--- src/hdl/cave_defs.svh ---
/* Key scan codes, status word field positions, PLL reset hold count
   and reset synchronizer depth */
`ifndef CAVE_DEFS_SVH
`define CAVE_DEFS_SVH

// Reset timing
`define CAVE_PLL_RST_HOLD      256
`define CAVE_RST_SYNC_STAGES   2

// PS/2 set 2 make codes
`define CAVE_KEY_UP     8'h75
`define CAVE_KEY_DOWN   8'h72
`define CAVE_KEY_LEFT   8'h6B
`define CAVE_KEY_RIGHT  8'h74
`define CAVE_KEY_CTRL   8'h14
`define CAVE_KEY_ALT    8'h11
`define CAVE_KEY_SPACE  8'h29
`define CAVE_KEY_SHIFT  8'h12
`define CAVE_KEY_1      8'h16
`define CAVE_KEY_2      8'h1E
`define CAVE_KEY_5      8'h2E
`define CAVE_KEY_6      8'h36
`define CAVE_KEY_P      8'h4D
`define CAVE_KEY_R      8'h2D
`define CAVE_KEY_F      8'h2B
`define CAVE_KEY_D      8'h23
`define CAVE_KEY_G      8'h34
`define CAVE_KEY_A      8'h1C
`define CAVE_KEY_S      8'h1B
`define CAVE_KEY_Q      8'h15
`define CAVE_KEY_W      8'h1D

// Low bit of each field in the menu status word
`define CAVE_ST_RESET     0
`define CAVE_ST_ASPECT    1
`define CAVE_ST_ROTATE    3
`define CAVE_ST_FLIP      4
`define CAVE_ST_FX        5
`define CAVE_ST_COMPAT    8
`define CAVE_ST_SERVICE   9
`define CAVE_ST_LAYER     10
`define CAVE_ST_GAME      18
`define CAVE_ST_OFFSET_X  24
`define CAVE_ST_OFFSET_Y  28

`endif

--- src/hdl/cave_pkg.sv ---
/* Shared vector types and PLL reset FSM state encoding */
`default_nettype none

package cave_pkg;

  // Menu status word from the HPS side
  typedef logic [31:0] status_t;

  // Joystick word
  // [3:0] right, left, down, up
  // [7:4] buttons 1 to 4
  // [8] start, [9] coin, [10] pause
  typedef logic [31:0] joystick_t;

  // PS/2 event word
  // [7:0] scan code, [9] pressed, [10] event toggle
  typedef logic [10:0] ps2_key_t;

  // One player's controls, same order as joystick bits 10..0
  typedef logic [10:0] player_ctrl_t;

  // Video aspect ratio term for HDMI
  typedef logic [12:0] aspect_t;

  // Screen position adjust, signed nibble as seen by the core
  typedef logic [3:0] offset_t;

  typedef logic [3:0] game_index_t;

  // Sprite, layer 0..2, row scroll, row select, sprite FB, system FB
  typedef logic [7:0] layer_en_t;

  // PLL reset stretcher
  typedef enum logic {
    PLL_RUN,
    PLL_HOLD
  } pll_rst_state_t;

endpackage

`default_nettype wire

--- src/hdl/clock_reset_ctrl.sv ---
/* PLL lock-loss reset stretcher, system and CPU reset synchronizers */
`timescale 1ns/1ps
`default_nettype none
`include "cave_defs.svh"

module clock_reset_ctrl (
  input  wire  clk_sys,
  input  wire  RESET,
  input  logic pll_locked,
  input  logic cpu_reset_req,
  input  logic user_button,
  output logic rst_pll,
  output logic rst_sys,
  output logic rst_cpu
);

  //////////////////////////////////////////////////
  // PLL reset stretcher
  //////////////////////////////////////////////////

  cave_pkg::pll_rst_state_t pll_state;
  logic [7:0] hold_cnt;
  logic       lock_q;
  logic       lock_fall;

  // Lock seen high last cycle, low now
  assign lock_fall = lock_q & ~pll_locked;

  always_ff @(posedge clk_sys or posedge RESET) begin
    if (RESET) begin
      pll_state <= cave_pkg::PLL_RUN;
      hold_cnt  <= 8'd0;
      lock_q    <= 1'b0;
    end else begin
      lock_q <= pll_locked;
      if (lock_fall) begin
        // Restart the hold on any new loss, even mid-hold
        pll_state <= cave_pkg::PLL_HOLD;
        hold_cnt  <= 8'(`CAVE_PLL_RST_HOLD - 1);
      end else if (pll_state == cave_pkg::PLL_HOLD) begin
        if (hold_cnt == 8'd0)
          pll_state <= cave_pkg::PLL_RUN;
        else
          hold_cnt <= hold_cnt - 8'd1;
      end
    end
  end

  assign rst_pll = (pll_state == cave_pkg::PLL_HOLD);

  //////////////////////////////////////////////////
  // Reset synchronizers
  //////////////////////////////////////////////////

  logic sys_rst_src;
  logic cpu_rst_src;
  logic [`CAVE_RST_SYNC_STAGES-1:0] sys_sync;
  logic [`CAVE_RST_SYNC_STAGES-1:0] cpu_sync;

  // CPU reset adds the menu reset and the user button
  assign sys_rst_src = RESET | ~pll_locked;
  assign cpu_rst_src = sys_rst_src | cpu_reset_req | user_button;

  // Assert at once, release after the chain drains
  always_ff @(posedge clk_sys or posedge sys_rst_src) begin
    if (sys_rst_src)
      sys_sync <= '1;
    else
      sys_sync <= {sys_sync[`CAVE_RST_SYNC_STAGES-2:0], 1'b0};
  end

  always_ff @(posedge clk_sys or posedge cpu_rst_src) begin
    if (cpu_rst_src)
      cpu_sync <= '1;
    else
      cpu_sync <= {cpu_sync[`CAVE_RST_SYNC_STAGES-2:0], 1'b0};
  end

  assign rst_sys = sys_sync[`CAVE_RST_SYNC_STAGES-1];
  assign rst_cpu = cpu_sync[`CAVE_RST_SYNC_STAGES-1];

  // Stretcher only starts on a sampled lock fall
  a_pll_rst_after_fall: assert property (@(posedge clk_sys) disable iff (RESET)
    $rose(rst_pll) |-> $past(lock_q) && !$past(pll_locked));

  // CPU is never running while the system is held
  a_cpu_covers_sys: assert property (@(posedge clk_sys) rst_sys |-> rst_cpu);

endmodule

`default_nettype wire

--- src/hdl/player_controls.sv ---
/* PS/2 event strobe, held key table and joystick merge
   into the two player control words */
`timescale 1ns/1ps
`default_nettype none
`include "cave_defs.svh"

module player_controls (
  input  wire                     clk_sys,
  input  wire                     RESET,
  input  cave_pkg::ps2_key_t      ps2_key,
  input  cave_pkg::joystick_t     joystick_0,
  input  cave_pkg::joystick_t     joystick_1,
  output cave_pkg::player_ctrl_t  player_1,
  output cave_pkg::player_ctrl_t  player_2
);

  // Slots in the held key table
  localparam int K_UP    = 0;
  localparam int K_DOWN  = 1;
  localparam int K_LEFT  = 2;
  localparam int K_RIGHT = 3;
  localparam int K_CTRL  = 4;
  localparam int K_ALT   = 5;
  localparam int K_SPACE = 6;
  localparam int K_SHIFT = 7;
  localparam int K_1     = 8;
  localparam int K_5     = 9;
  localparam int K_P     = 10;
  localparam int K_R     = 11;
  localparam int K_F     = 12;
  localparam int K_D     = 13;
  localparam int K_G     = 14;
  localparam int K_A     = 15;
  localparam int K_S     = 16;
  localparam int K_Q     = 17;
  localparam int K_W     = 18;
  localparam int K_2     = 19;
  localparam int K_6     = 20;

  //////////////////////////////////////////////////
  // Event detect
  //////////////////////////////////////////////////

  logic        toggle_q;
  logic        key_strobe;
  logic        pressed;
  logic [7:0]  code;
  logic [20:0] key_sel;
  logic [20:0] key_held;

  assign pressed = ps2_key[9];
  assign code    = ps2_key[7:0];

  // Any edge of the toggle marks one new event
  assign key_strobe = toggle_q ^ ps2_key[10];

  // One-hot slot for the current scan code, zero if unknown
  always_comb begin
    key_sel = '0;
    case (code)
      `CAVE_KEY_UP:    key_sel[K_UP]    = 1'b1;
      `CAVE_KEY_DOWN:  key_sel[K_DOWN]  = 1'b1;
      `CAVE_KEY_LEFT:  key_sel[K_LEFT]  = 1'b1;
      `CAVE_KEY_RIGHT: key_sel[K_RIGHT] = 1'b1;
      `CAVE_KEY_CTRL:  key_sel[K_CTRL]  = 1'b1;
      `CAVE_KEY_ALT:   key_sel[K_ALT]   = 1'b1;
      `CAVE_KEY_SPACE: key_sel[K_SPACE] = 1'b1;
      `CAVE_KEY_SHIFT: key_sel[K_SHIFT] = 1'b1;
      `CAVE_KEY_1:     key_sel[K_1]     = 1'b1;
      `CAVE_KEY_5:     key_sel[K_5]     = 1'b1;
      `CAVE_KEY_P:     key_sel[K_P]     = 1'b1;
      `CAVE_KEY_R:     key_sel[K_R]     = 1'b1;
      `CAVE_KEY_F:     key_sel[K_F]     = 1'b1;
      `CAVE_KEY_D:     key_sel[K_D]     = 1'b1;
      `CAVE_KEY_G:     key_sel[K_G]     = 1'b1;
      `CAVE_KEY_A:     key_sel[K_A]     = 1'b1;
      `CAVE_KEY_S:     key_sel[K_S]     = 1'b1;
      `CAVE_KEY_Q:     key_sel[K_Q]     = 1'b1;
      `CAVE_KEY_W:     key_sel[K_W]     = 1'b1;
      `CAVE_KEY_2:     key_sel[K_2]     = 1'b1;
      `CAVE_KEY_6:     key_sel[K_6]     = 1'b1;
      default:         key_sel          = '0;
    endcase
  end

  //////////////////////////////////////////////////
  // Held key table
  //////////////////////////////////////////////////

  always_ff @(posedge clk_sys or posedge RESET) begin
    if (RESET) begin
      toggle_q <= 1'b0;
      key_held <= '0;
    end else begin
      toggle_q <= ps2_key[10];
      // Selected slot takes the pressed bit, others keep state
      if (key_strobe)
        key_held <= (key_held & ~key_sel) | (key_sel & {21{pressed}});
    end
  end

  // Merge, bit order is pause, coin, start, buttons 4..1, up, down, left, right
  assign player_1 = {key_held[K_P], key_held[K_5], key_held[K_1],
                     key_held[K_SHIFT], key_held[K_SPACE], key_held[K_ALT], key_held[K_CTRL],
                     key_held[K_UP], key_held[K_DOWN], key_held[K_LEFT], key_held[K_RIGHT]}
                    | joystick_0[10:0];

  // No pause key for player 2
  assign player_2 = {1'b0, key_held[K_6], key_held[K_2],
                     key_held[K_W], key_held[K_Q], key_held[K_S], key_held[K_A],
                     key_held[K_R], key_held[K_F], key_held[K_D], key_held[K_G]}
                    | joystick_1[10:0];

  // Table only moves on an event
  a_keys_need_strobe: assert property (@(posedge clk_sys) disable iff (RESET)
    !key_strobe |=> $stable(key_held));

endmodule

`default_nettype wire

--- src/hdl/option_decode.sv ---
/* Registered decode of the menu status word into video and core options */
`timescale 1ns/1ps
`default_nettype none
`include "cave_defs.svh"

module option_decode (
  input  wire                    clk_sys,
  input  wire                    RESET,
  input  cave_pkg::status_t      status,
  input  logic                   forced_scandoubler,
  output cave_pkg::aspect_t      video_arx,
  output cave_pkg::aspect_t      video_ary,
  output logic [1:0]             vga_sl,
  output logic                   scandoubler,
  output logic                   hq2x,
  output logic                   rotate,
  output logic                   flip,
  output logic                   compatibility,
  output logic                   service,
  output cave_pkg::offset_t      offset_x,
  output cave_pkg::offset_t      offset_y,
  output cave_pkg::layer_en_t    layer_enable,
  output cave_pkg::game_index_t  game_index
);

  //////////////////////////////////////////////////
  // Field extract
  //////////////////////////////////////////////////

  logic [1:0]        aspect_sel;
  logic              rotate_sel;
  logic [2:0]        fx;
  logic [2:0]        scan_level;
  cave_pkg::aspect_t arx_next;
  cave_pkg::aspect_t ary_next;

  assign aspect_sel = status[`CAVE_ST_ASPECT +: 2];
  assign rotate_sel = status[`CAVE_ST_ROTATE];
  assign fx         = status[`CAVE_ST_FX +: 3];

  // FX 0 none, 1 HQ2x, 2 and up CRT scanlines
  assign scan_level = (fx != 3'd0) ? fx - 3'd1 : 3'd0;

  // Original aspect is 4:3, portrait when rotated
  // Other settings pass through as ARC index with ary 0
  always_comb begin
    if (aspect_sel == 2'd0) begin
      arx_next = rotate_sel ? 13'd3 : 13'd4;
      ary_next = rotate_sel ? 13'd4 : 13'd3;
    end else begin
      arx_next = 13'(aspect_sel) - 13'd1;
      ary_next = 13'd0;
    end
  end

  //////////////////////////////////////////////////
  // Output registers
  //////////////////////////////////////////////////

  always_ff @(posedge clk_sys or posedge RESET) begin
    if (RESET) begin
      video_arx     <= '0;
      video_ary     <= '0;
      vga_sl        <= 2'd0;
      scandoubler   <= 1'b0;
      hq2x          <= 1'b0;
      rotate        <= 1'b0;
      flip          <= 1'b0;
      compatibility <= 1'b0;
      service       <= 1'b0;
      offset_x      <= '0;
      offset_y      <= '0;
      // Every layer shown out of reset
      layer_enable  <= '1;
      game_index    <= '0;
    end else begin
      video_arx     <= arx_next;
      video_ary     <= ary_next;
      vga_sl        <= scan_level[1:0];
      scandoubler   <= (fx != 3'd0) | forced_scandoubler;
      hq2x          <= (fx == 3'd1);
      rotate        <= rotate_sel;
      flip          <= status[`CAVE_ST_FLIP];
      compatibility <= status[`CAVE_ST_COMPAT];
      service       <= status[`CAVE_ST_SERVICE];
      offset_x      <= status[`CAVE_ST_OFFSET_X +: 4];
      offset_y      <= status[`CAVE_ST_OFFSET_Y +: 4];
      // Menu bits are disables
      layer_enable  <= ~status[`CAVE_ST_LAYER +: 8];
      game_index    <= status[`CAVE_ST_GAME +: 4];
    end
  end

endmodule

`default_nettype wire

--- src/hdl/cave_frontend.sv ---
/* Control front end top level, resets, player controls and option decode */
`timescale 1ns/1ps
`default_nettype none
`include "cave_defs.svh"

module cave_frontend (
  input  wire                    clk_sys,
  input  wire                    RESET,
  // PLL and board inputs
  input  logic                   pll_locked,
  input  logic                   user_button,
  // From the HPS side
  input  cave_pkg::status_t      status,
  input  logic                   forced_scandoubler,
  input  cave_pkg::joystick_t    joystick_0,
  input  cave_pkg::joystick_t    joystick_1,
  input  cave_pkg::ps2_key_t     ps2_key,
  // Resets
  output logic                   rst_pll,
  output logic                   rst_sys,
  output logic                   rst_cpu,
  // Player controls
  output cave_pkg::player_ctrl_t player_1,
  output cave_pkg::player_ctrl_t player_2,
  // Video options
  output cave_pkg::aspect_t      video_arx,
  output cave_pkg::aspect_t      video_ary,
  output logic [1:0]             vga_sl,
  output logic                   scandoubler,
  output logic                   hq2x,
  output logic                   rotate,
  output logic                   flip,
  // Core options
  output logic                   compatibility,
  output logic                   service,
  output cave_pkg::offset_t      offset_x,
  output cave_pkg::offset_t      offset_y,
  output cave_pkg::layer_en_t    layer_enable,
  output cave_pkg::game_index_t  game_index
);

  //////////////////////////////////////////////////
  // Clock and reset
  //////////////////////////////////////////////////

  // Menu reset only restarts the CPU
  clock_reset_ctrl u_clock_reset_ctrl (
    .clk_sys       (clk_sys),
    .RESET         (RESET),
    .pll_locked    (pll_locked),
    .cpu_reset_req (status[`CAVE_ST_RESET]),
    .user_button   (user_button),
    .rst_pll       (rst_pll),
    .rst_sys       (rst_sys),
    .rst_cpu       (rst_cpu)
  );

  //////////////////////////////////////////////////
  // Controls and options
  //////////////////////////////////////////////////

  player_controls u_player_controls (
    .clk_sys    (clk_sys),
    .RESET      (RESET),
    .ps2_key    (ps2_key),
    .joystick_0 (joystick_0),
    .joystick_1 (joystick_1),
    .player_1   (player_1),
    .player_2   (player_2)
  );

  option_decode u_option_decode (
    .clk_sys            (clk_sys),
    .RESET              (RESET),
    .status             (status),
    .forced_scandoubler (forced_scandoubler),
    .video_arx          (video_arx),
    .video_ary          (video_ary),
    .vga_sl             (vga_sl),
    .scandoubler        (scandoubler),
    .hq2x               (hq2x),
    .rotate             (rotate),
    .flip               (flip),
    .compatibility      (compatibility),
    .service            (service),
    .offset_x           (offset_x),
    .offset_y           (offset_y),
    .layer_enable       (layer_enable),
    .game_index         (game_index)
  );

endmodule

`default_nettype wire

--- config.mk ---
export PLATFORM = sky130hd
export DESIGN_NAME = cave_frontend
export DESIGN_NICKNAME = d
export VERILOG_FILES = /design/src/hdl/cave_pkg.sv /design/src/hdl/clock_reset_ctrl.sv /design/src/hdl/player_controls.sv /design/src/hdl/option_decode.sv /design/src/hdl/cave_frontend.sv
export VERILOG_INCLUDE_DIRS = /design/src /design/src/hdl
export SDC_FILE = /design/constraint.sdc
export NUM_CORES = 1
export LEC_CHECK = 0
export BUFFER_PORTS_ARGS = -buffer_cell sky130_fd_sc_hd__buf_2
export CORE_MARGIN = 2
export CORE_UTILIZATION = 46
export CTS_CLUSTER_DIAMETER = 200
export DETAILED_ROUTE_END_ITERATION = 10
export GPL_TIMING_DRIVEN = 0
export PLACE_DENSITY = 0.86
export SETUP_SLACK_MARGIN = 0.15
export SKIP_LAST_GASP = 1
export SLEW_MARGIN = 20
export SYNTH_ARGS = -nofsm -noshare
export SYNTH_HDL_FRONTEND = slang
export SYNTH_SLANG_ARGS = --single-unit
--- constraint.sdc ---
create_clock -name clk_sys -period 5.1 [get_ports clk_sys]
set_input_delay 0 -clock clk_sys [delete_from_list [all_inputs] [get_ports clk_sys]]
set_output_delay 0 -clock clk_sys [all_outputs]
set_load 0.005 [all_outputs]
==> results by group <==
Status
  – Status: completed

Worst setup path
  – Crit-path max FO: 4
  – Worst path cell trace: inv_1 > ha_1 > or4b_1 > o21a_1 > mux2_2
  – Kind of end point of the critical path: flip-flop
  – Worst r2r src: u_clock_reset_ctrl.hold_cnt[0]$_DFFE_PP0P_
  – Critical Path Max Stage Delay: 0.51 ns
  – R2r setup slk: approximately 3.3 ns
  – Critical path arrival: 2.07 ns
  – CP Data Required Time: 5.32 ns
  – CP bufs+invs: 1
  – R2R depth: 5
  – Crit start category: flip-flop
  – Kind of critical path: reg2reg
  – CP delay by family, top: simple AND/OR/NAND/NOR gates
  – Slowest CP cell: or4b_1
  – Worst R2R End: u_clock_reset_ctrl.hold_cnt[1]$_DFFE_PP0P_

Die
  – Die width: 84.83 µm
  – Core area: roughly 6300 µm²
  – Die H: around 85 µm
  – # IOs: 191
  – DIE AREA: 7196 µm²
  – Cell row count: 29
  – Initial Util: 47.33%

STA
  – RSZ-0062 raised after global routing: no
  – Endpoints failing setup: 0
  – Final Hold Vio Count: 0
  – Period utilisation layout: 36.14%
  – Max_slew headroom: approximately 48%
  – Fin crit period: 1.843 ns
  – Setup TNS: 0 ns
  – Worst Max-Slew Pin Slew: around 0.77 ns
  – Setup Skew: approximately 0.0017 ns
  – Slew Viols, Final: 0
  – Highest clock rate: roughly 540 MHz

Clock tree
  – Clock sinks: 70
  – CTS buffer count: 9
  – CTS resizes: 0
  – Skew-Pair Late Insertion Delay: 0.33 ns
  – Post-CTS Setup Bufs: 0
  – CTS Hold Bufs: 41
  – Clk slew on worst S/H paths: 0.07 ns
  – CTS tree: built
  – H-tree lvl count: 3
  – Root Driver: clkbuf_8
  – Max Buffers Root-to-Sink: 2

GRT
  – Pin count of the biggest net entering global routing: 36
  – Initial antenna violation count: 0
  – Grt total ovfl: 0
  – Vias in the first global route: 2573
  – First-pass GRT wire length: around 12 mm
  – All-Layer GR Usage: 20.70%

Hold path
  – Hold_sp: ps2_key[5]
  – Hold depth: 3
  – Worst min path class: in2reg

Detailed routing
  – Routed WL per cell: ~14 µm
  – Pre-antenna DRT Iters: 4
  – Routed Antenna Nets: 0
  – DRC Markers: 0
  – Post-Route WL: 7.264 mm
  – Via-per-instance ratio: 4.790
  – 1st-iter DRT viols: 81
  – Via count: around 2500

Synthesis
  – EDFF count, synth: 0
  – Primary FF master, synth: dfrtp_1
  – Mean Syn Cell Area: around 12 µm²
  – Post-Syn Area: 3005 µm²
  – Yosys top cell area share: about half
  – Largest cells by area after synthesis: dfrtp_1 48%, dfstp_2 10%, mux2_2 8.2%
  – Warnings from Yosys: 0
  – Synth Register Bits: 70
  – Ys async rst share: 100.0%
  – Synth unique cells: 46
  – Area leader, netlist: dfrtp_1
  – Sequential area share after synthesis: 58.78%
  – Post-Syn Instances: 248

Finish
  – Commonest non-fill, non-tap cell in the layout: buf_2
  – N_diodes: 0
  – # fillers: between 400 and 500
  – Fin nets: around 560
  – Final Util: 70.05%
  – Share of layout cells above drive strength 1: 51.90%
  – Synthesis-to-finish area growth: 48.00%
  – Most frequent cells in the layout: 132 x buf_2, 58 x dfrtp_1, 41 x dlygate4sd3_1

Power
  – Net Sw Power: roughly 320 µW
  – Seq pwr share: 47.5%
  – Clock power share: 37.6%
  – VDD IR-drop max: 0.2348 mV
  – Int Power: between 900 and 1000 µW
  – Sw Share: 24.92%
  – Logic pwr share: 14.9%
  – P_leak: 0.002204 µW
  – Pwr dens: 292.7 nW/µm²

Place
  – Routability cong.: 0.7653
  – PortBufs: roughly 130
  – HPWL Detailed: 4.806 mm

Job
  – Maximum capacitance violations: 0
[metrics by stage]
step	power, µW	hold slack (ns)	cell area [µm²]	instances	setup slack [ns]
after CTS	1313	0.1160	4448	524	3.255
final	1302	0.1266	4448	524	3.257
after global placement	783.0	0.1074	3792	466	2.708
after detailed placement	795.3	0.04533	3815	467	3.277
after floorplan	719.3	0.02577	3050	260	3.415
after global routing	1370	0.1426	4448	524	3.171
[area by class of cell]
type	instances	area (µm²)	area share [%]
Inverter	11	43.79	0.9845
Buffer	30	196.4	4.416
Tap cell	77	96.34	2.166
Multi-Input combinational cell	149	1046	23.52
Clock inverter	7	98.84	2.222
Timing Repair Buffer	171	1076	24.19
Clock buffer	9	123.9	2.785
Sequential cell	70	1767	39.72
[worst max-delay path by stage]
stage	startpoint	to	slack (ns)	depth (start not counted)
global route	u_clock_reset_ctrl.hold_cnt[0]$_DFFE_PP0P_	u_clock_reset_ctrl.rst_pll$_DFF_PP0_	3.17	5
CTS	u_clock_reset_ctrl.hold_cnt[0]$_DFFE_PP0P_	u_clock_reset_ctrl.hold_cnt[1]$_DFFE_PP0P_	3.26	5
finish	u_clock_reset_ctrl.hold_cnt[0]$_DFFE_PP0P_	u_clock_reset_ctrl.hold_cnt[1]$_DFFE_PP0P_	3.26	5
floorplan	u_clock_reset_ctrl.hold_cnt[0]$_DFFE_PP0P_	u_clock_reset_ctrl.rst_pll$_DFF_PP0_	3.42	5
global placement	RESET	async pin	2.71	2
detailed placement	u_clock_reset_ctrl.hold_cnt[0]$_DFFE_PP0P_	u_clock_reset_ctrl.rst_pll$_DFF_PP0_	3.28	5
[power by group through the flow]
stage               logic [µW]  clock network, µW  registers [µW]
floorplan                 94.9                  0             624
global placement           158                  0             625
detailed placement         168                  0             627
CTS                        193                504             617
global route               215                532             623
finish                     194                490             618
[routing by layer]
metal	vias to the layer above	wire (µm)	track usage [%]
met5	-	0	0
met4	0	199	9.235
met3	23	571	6.712
met2	107	3825	36.72
met1	1166	2668	22.58
li1	1214	-	-
[worst register-to-register path: stages, from the launching register on]
cell and delay [ns]:
dfrtp_1 0.39, inv_1 0.09, ha_1 0.22, or4b_1 0.51, o21a_1 0.24, mux2_2 0.28
[Yosys cell counts, drive strengths merged (5+ instances only)]
| master | count |
|---|---|
| buf | 25 |
| clkbuf | 5 |
| dfrtp | 58 |
| dfstp | 12 |
| inv | 11 |
| mux2 | 22 |
| nand2 | 7 |
| nand3 | 8 |
| nand4 | 5 |
| nor2 | 11 |
| nor2b | 5 |
| nor3 | 5 |
| nor4 | 6 |
| nor4b | 5 |
| or2 | 22 |
[kinds of logic after synthesis]
kind of cell	count (synthesis)	synth area share, %
and+or+nand+nor	98	20.77
DFF	70	58.78
buffers and inverters	41	7.909
muxes	23	8.576
AOI/OAI and AO/OA	12	2.831
xor gates and xnor gates	2	0.5830
adders and majority gates	1	0.4163
other	1	0.1248
No activity file was read; power rests on OpenSTA's default activity.
